### src/bpu_cfg_pkg.sv
package bpu_cfg_pkg;

    // word address width, pairs of 32-bit words are fetched
    localparam int default_addr_width = 30;

    // history length, also the index width of btb and cpht
    localparam int default_gh_width = 14;

    // return stack depth, power of two
    localparam int default_stack_len = 16;

    // ras/btb choice counter
    // 0,1 trust the ras and 2,3 trust the btb
    typedef logic [1:0] choice_ctr_t;

    // weak ras, read for entries never written
    localparam choice_ctr_t choice_init = 2'd1;

endpackage

### src/bpu_kind_pkg.sv
package bpu_kind_pkg;

    // predecode and execute branch classes
    // 2 and 3 are spare codes and act as not_jump
    typedef enum logic [2:0] {
        not_jump      = 3'd0,
        direct_jump   = 3'd1,
        ret           = 3'd4,
        indirect_jump = 3'd5,
        call          = 3'd6,
        jump          = 3'd7
    } branch_kind_t;

    // true for every real control transfer
    function automatic logic kind_is_branch(branch_kind_t kind);
        case (kind)
            direct_jump, ret, indirect_jump, call, jump: return 1'b1;
            default: return 1'b0;
        endcase
    endfunction

endpackage
### src/pc_hash.sv
`timescale 1ns/1ps

module pc_hash #(
    parameter int addr_width = bpu_cfg_pkg::default_addr_width,
    parameter int gh_width   = bpu_cfg_pkg::default_gh_width
) (
    input  logic                       clk,
    input  logic                       rstn,
    input  logic [addr_width-1:0]      pc_reg,
    input  logic                       update_en,
    input  bpu_kind_pkg::branch_kind_t kind_ex,
    input  logic                       taken_ex,
    output logic [gh_width-1:0]        pc_hashed,
    output logic [gh_width-1:0]        pc_bh_hashed
);
    import bpu_kind_pkg::*;

    localparam int n_slices = (addr_width + gh_width - 1) / gh_width;

    logic [n_slices*gh_width-1:0] pc_ext;
    logic [gh_width-1:0]          ghr;

    // fold the address into gh_width bits, top slice zero padded
    always_comb begin
        pc_ext = '0;
        pc_ext[addr_width-1:0] = pc_reg;
        pc_hashed = '0;
        for (int i = 0; i < n_slices; i++) begin
            pc_hashed = pc_hashed ^ pc_ext[i*gh_width +: gh_width];
        end
    end

    assign pc_bh_hashed = pc_hashed ^ ghr;

    // committed outcomes only, newest in bit 0
    always_ff @(posedge clk) begin
        if (!rstn) begin
            ghr <= '0;
        end else if (update_en && kind_is_branch(kind_ex)) begin
            ghr <= {ghr[gh_width-2:0], taken_ex};
        end
    end

endmodule

### config.mk
export PLATFORM = sky130hd
export DESIGN_NAME = pc_hash
export DESIGN_NICKNAME = d
export VERILOG_FILES = /design/src/bpu_cfg_pkg.sv /design/src/bpu_kind_pkg.sv /design/src/pc_hash.sv
export SDC_FILE = /design/constraint.sdc
export NUM_CORES = 1
export LEC_CHECK = 0
export BUFFER_PORTS_ARGS = -buffer_cell sky130_fd_sc_hd__buf_2
export CAP_MARGIN = 10
export CELL_PAD_IN_SITES_DETAIL_PLACEMENT = 1
export CELL_PAD_IN_SITES_GLOBAL_PLACEMENT = 1
export CORE_MARGIN = 2
export CORE_UTILIZATION = 28
export DETAILED_ROUTE_END_ITERATION = 8
export PLACE_DENSITY = 0.93
export SYNTH_ARGS = -nofsm -noshare
export SYNTH_HDL_FRONTEND = slang
export SYNTH_SLANG_ARGS = --single-unit
### constraint.sdc
create_clock -name clk -period 2.33 [get_ports clk]
set_clock_uncertainty 0.05 [all_clocks]
set_input_delay 0.1165 -clock clk [delete_from_list [all_inputs] [get_ports clk]]
set_output_delay 0.1165 -clock clk [all_outputs]
set_load 0.01 [all_outputs]
==> reports/qor.yml, run 1 <==
drt:
  post_drt_wl_per_cell_um: 11.58
  drt_iter0_drc: 5
  drc_errors: 0
  drtPass1Iterations: 3
  antenna_left: 0
  wl_um: 2003
  drt-vias-per-instance: 4.514
  via_count: 781
run_status:
  status: "finished, final reports clean"
cells_and_area:
  diodes: 0
  largest_reg_flops: 14
  final_core_utilization: 0.4211
  mostFrequentLayoutCells: "buf_2 (64), xor2_1 (26), nand2_1 (15), mux2i_1 (14), dfxtp_1 (14)"
  nets: 181
  drive_gt1_frac: 0.4859
  top_regs: "ghr (14)"
  top_register: "ghr"
  final_common_cell: "buf_2"
  area_growth_pct: 44.88
yosys:
  synth_fp_nets: 114
  syn_area_per_cell_um2: 10.32
  synthDistinctLibCells: 9
  syn_area_um2: 794.5
  ys_warn_count: 0
  synth_cells: 77
  seq_area_frac_synth: 0.3528
  ys_seq_elements: 14
floorplanning:
  dieWidth_um: 57.27
  initial_core_util: 0.2906
  std_cell_rows: 19
  ios: 65
  die_height_um: 57.27
  die_area_mm2: 0.003280
  core-area_mm2: 0.002734
cts:
  cts_tree: "yes"
  clock_latency_ns: 0.28
  postCtsResizedCells: 0
  clockBufferDepth: 2
  cts-root-buf: "clkbuf_4"
  clkSinkCount: 14
  hold_buffers: 0
  postCtsSetupBuffers: 0
  clk_pin_slew_ns: 0.08
  numCtsBuffers: 3
  htree_levels: 1
setup_path:
  cp.required_ns: 2.16
  cp-start-kind: "flip-flop"
  ff2ff_setup_slack_ns: 1.61
  cp-end-kind: "output port"
  rr_worst_depth: 2
  r2r-start: "ghr[3]"
  arrival_ns: 0.93
  worst-path-max-fanout: 2
  path_class: "reg -> out"
  r2r-end: "ghr[3]"
global_route:
  grt_pass1_wl_um: 3291
  antenna_found_initial: 0
  overflow: 0
  grt_use_total: 0.1298
  grt_max_degree: 16
  first_global_vias: 819
timing:
  worst_pin_slew_ns: 0.5911
  finalCritPeriodShare: 0.4697
  finalMaxSlewViolations: 0
  tns_ns: 0
  rsz0062_at_grt: "no"
  fin_crit_ns: 1.095
  max_freq_ghz: 0.9136
  fin_ws_ns: 1.235
  timing.slew.headroom: 0.6044
  final-hold-violation-count: 0
  timing.final.setup_violations: 0
placed_design:
  hpwlAfterDp_um: 1762
  place_congestion: 0.6580
  io_buffers: 64
  preCtsSetupSlack_ns: 1.119
pwr:
  power.total_mw: 0.5674
  peakVddDrop_v: 0.0002365
  p_leak_nw: 0.6513
  p_per_area_mw_per_mm2: 492.9
worst_hold_path:
  holdPathEnd: "ghr[0]"
  hold_path_class: "in -> reg"
  holdCritStartpoint: "taken_ex"
  hold_depth: 3
job:
  maxCapViolations: 0
-- synthesized netlist by cell type, drive strengths merged --
library cell	count	area share
buf	2	0.031
dfxtp	14	0.35
mux2i	14	0.18
nand2	15	0.071
nor2b	1	0.017
o21ai	1	0.020
xnor2	4	0.044
xor2	26	0.29
-- final cells by class --
type	instances	area [um2]
clock buffers	3	22.52
fillers	346	1583
multi-input cells	61	489.2
flip-flops and latches	14	280.3
well taps	31	38.79
repair buffers	64	320.3
-- routing by layer --
layer,vias up,global-route usage,part of all wire
met2,45,0.2627,0.57
met4,0,0.05980,0.017
met5,-,0,0
met1,356,0.1208,0.33
li1,377,-,-
met3,3,0.02721,0.082
-- through the flow --
stage | instances | area [um2] | hold slack, ns
after floorplan | 77 | 794.5 | 0.2053
after global placement | 170 | 1129 | 0.3264
after detailed placement | 170 | 1129 | 0.3275
after CTS | 173 | 1151 | 0.01791
after global routing | 173 | 1151 | 0.03039
final | 173 | 1151 | 0.02357
-- logic make-up (layout without fill, tap and decap cells) --
family / Yosys count / after routing / share of synthesized area
muxes: 14 / 14 / 0.1764
DFF: 14 / 14 / 0.3528
and+or+nand+nor: 16 / 16 / 0.08818
xor gates and xnor gates: 30 / 30 / 0.3307
buffers and inverters: 2 / 67 / 0.03149
AOI/OAI and AO/OA: 1 / 1 / 0.02048
-- worst max path at each step --
stage / startpoint / to / slack, ns / cells past startpoint
CTS: ghr[11] / pc_bh_hashed[11] / 1.19 / 2
detailed placement: kind_ex[0] / ghr[12] / 1.12 / 4
global route: ghr[0] / pc_bh_hashed[0] / 1.16 / 2
floorplan: pc_reg[28] / pc_bh_hashed[0] / 1.36 / 3
global placement: kind_ex[0] / ghr[1] / 1.20 / 4
finish: ghr[11] / pc_bh_hashed[11] / 1.24 / 2
-- critical path: stages, from the launching register on --
cell and delay, ns:
dfxtp_1 0.35, xor2_1 0.14, buf_2 0.15
-- report_power, final --
group | switching [mW] | internal [mW] | leakage [nW]
registers | 0.00118 | 0.241 | 0.113
clock network | 0.0769 | 0.0601 | 0.0138
logic | 0.0983 | 0.0902 | 0.525
Note: power is estimated with default switching activity, not from simulation.
==> inputs of run 2 (changes only) <==
CORE_UTILIZATION = 23   (was 28)
PLACE_DENSITY = 0.83   (was 0.93)
clock period = 0.93 ns   (was 2.33 ns; I/O delays follow)
==> run 2 against run 1 <==
The flow now finishes with violations (negative setup slack). Die area rose by 20%. Non-clock buffer count rose by 5. Worst hold slack improved by 0.078 ns. Clock-buffer cell count rose by 1. Global-route usage fell by 3.3 points. Sequential power rose to 2.5 times the previous value. Flip-flop and latch count did not move. Cell count rose by 12%. Power rose to 2.7 times the previous value. Worst setup slack got worse by 1.3 ns. Routed wire length fell by 4.6%. Clock power rose to 3.1 times the previous value. Largest power group unchanged.
==> reports/qor.yml, run 2 (synthesized netlist as in run 1, its figures left out) <==
drt:
  post_drt_wl_per_cell_um: 9.845
  wl_um: 1910
  drt-vias-per-instance: 4.015
  drtPass1Iterations: 2
  drc_errors: 0
  drt_iter0_drc: 6
  antenna_left: 0
  via_count: 779
setup_path:
  cp-end-kind: "output port"
  cp_slowest_cell: "dfxtp_2"
  cp.required_ns: 0.83
  worst-path-max-fanout: 2
  cp_num_buf_inv: 1
  arrival_ns: 0.90
  cp_cell_sequence: "xor2_1 > buf_2"
  cp_top_family: "flip-flops"
  cpPeakStageDelay_ns: 0.33
  cp-start-kind: "flip-flop"
  path_class: "reg -> out"
cells_and_area:
  top_regs: "ghr (14)"
  diodes: 0
  area_growth_pct: 57.79
  top_register: "ghr"
  final_common_cell: "buf_2"
  largest_reg_flops: 14
  mostFrequentLayoutCells: "buf_2 (64), xor2_1 (26), nand2_1 (15), mux2i_1 (14), dfxtp_2 (14)"
  drive_gt1_frac: 0.5946
  nets: 186
  postLayoutCellArea_mm2: 0.001254
  filler_cell_count: 428
timing:
  timing.final.setup_violations: 14
  max_freq_ghz: 1.006
  finalCritPeriodShare: 1.069
  worst_pin_slew_ns: 0.2778
  rsz0062_at_grt: "yes"
  finalMaxSlewViolations: 0
  fin_crit_ns: 0.9942
  tns_ns: -0.7976
  fin_ws_ns: -0.06415
  timing.slew.headroom: 0.8148
  final-hold-violation-count: 0
cts:
  cts_tree: "yes"
  clk_pin_slew_ns: 0.08
  clockBufferDepth: 2
  clkSinkCount: 14
  clock_latency_ns: 0.27
  numCtsBuffers: 3
  htree_levels: 1
  cts-root-buf: "clkbuf_4"
global_route:
  overflow: 0
  grt_use_total: 0.09632
  antenna_found_initial: 0
  grt_max_degree: 16
  first_global_vias: 767
  grt_pass1_wl_um: 3091
floorplanning:
  ios: 65
  die_area_mm2: 0.003941
  std_cell_rows: 21
  core-area_mm2: 0.003337
  initial_core_util: 0.2381
  dieWidth_um: 62.78
  die_height_um: 62.78
job:
  maxCapViolations: 0
pwr:
  p_per_area_mw_per_mm2: 1211
  p_leak_nw: 0.6960
  peakVddDrop_v: 0.0004569
placed_design:
  hpwlAfterDp_um: 1609
  io_buffers: 64
  place_congestion: 0.6216
  dpl_cell_area_mm2: 0.001167
worst_hold_path:
  hold_path_class: "in -> reg"
run_status:
  violations: "negative setup slack"
  status: "complete, but fails checks"
## run 2: worst register-to-register path, cell delays in order (launching register included)
cell and delay [ns]:
dfxtp_2 0.33, buf_4 0.12, nand2_1 0.07, mux2i_1 0.07
## run 2: repair_timing
item | CTS | global route
gates resized for setup | 14 | 0
setup buffers | 1 | 2
hold buffers | 1 | 0
endpoints found under the hold margin | 1 | 0
setup endpoints to repair | 14 | 14
## run 2: power breakdown
group	switching, mW	total, mW	internal (mW)	leakage (nW)
Clock	0.188	0.425	0.238	0.0210
Sequential	0.00283	0.606	0.603	0.120
Combinational	0.249	0.487	0.238	0.555
Total	0.439	1.52	1.08	0.696
## run 2: final cells by class
type | count | area, um2 | share of cell area
Multi-Input combinational cell | 61 | 489.2 | 0.3902
Timing Repair Buffer | 69 | 372.9 | 0.2974
Sequential cell | 14 | 297.8 | 0.2375
Tap cell | 46 | 57.56 | 0.04591
Clock buffer | 4 | 36.28 | 0.02894
## run 2: path summary, 6_finish.rpt
kind	from	end	slack, ns	depth (start not counted)
min	rstn	ghr[0]	0.10	3
min reg2reg	ghr[7]	ghr[8]	0.44	2
max	ghr[2]	pc_bh_hashed[2]	-0.06	2
max reg2reg	ghr[11]	ghr[12]	0.19	3
## run 2: per-stage QoR
| stage | setup slack, ns | hold slack, ns | instances | util | total power [mW] |
|---|---|---|---|---|---|
| final | -0.06415 | 0.1016 | 194 | 0.3757 | 1.518 |
| after global routing | -0.1564 | 0.1215 | 194 | 0.3757 | 1.620 |
| after CTS | -0.09097 | 0.08601 | 192 | 0.3712 | 1.559 |
| after detailed placement | -0.05017 | 0.2504 | 186 | 0.3498 | 1.111 |
| after global placement | 0.03000 | 0.2456 | 186 | 0.3498 | 1.097 |
| after floorplan | 0.09600 | 0.1353 | 77 | - | 0.8740 |
## run 2: metal layers
layer	up-vias	track usage	share of wire
met1	344	0.09603	0.38
met5	-	0	0
met3	0	0.03423	0.087
met4	0	0.02500	0
met2	42	0.1868	0.53
li1	393	-	-
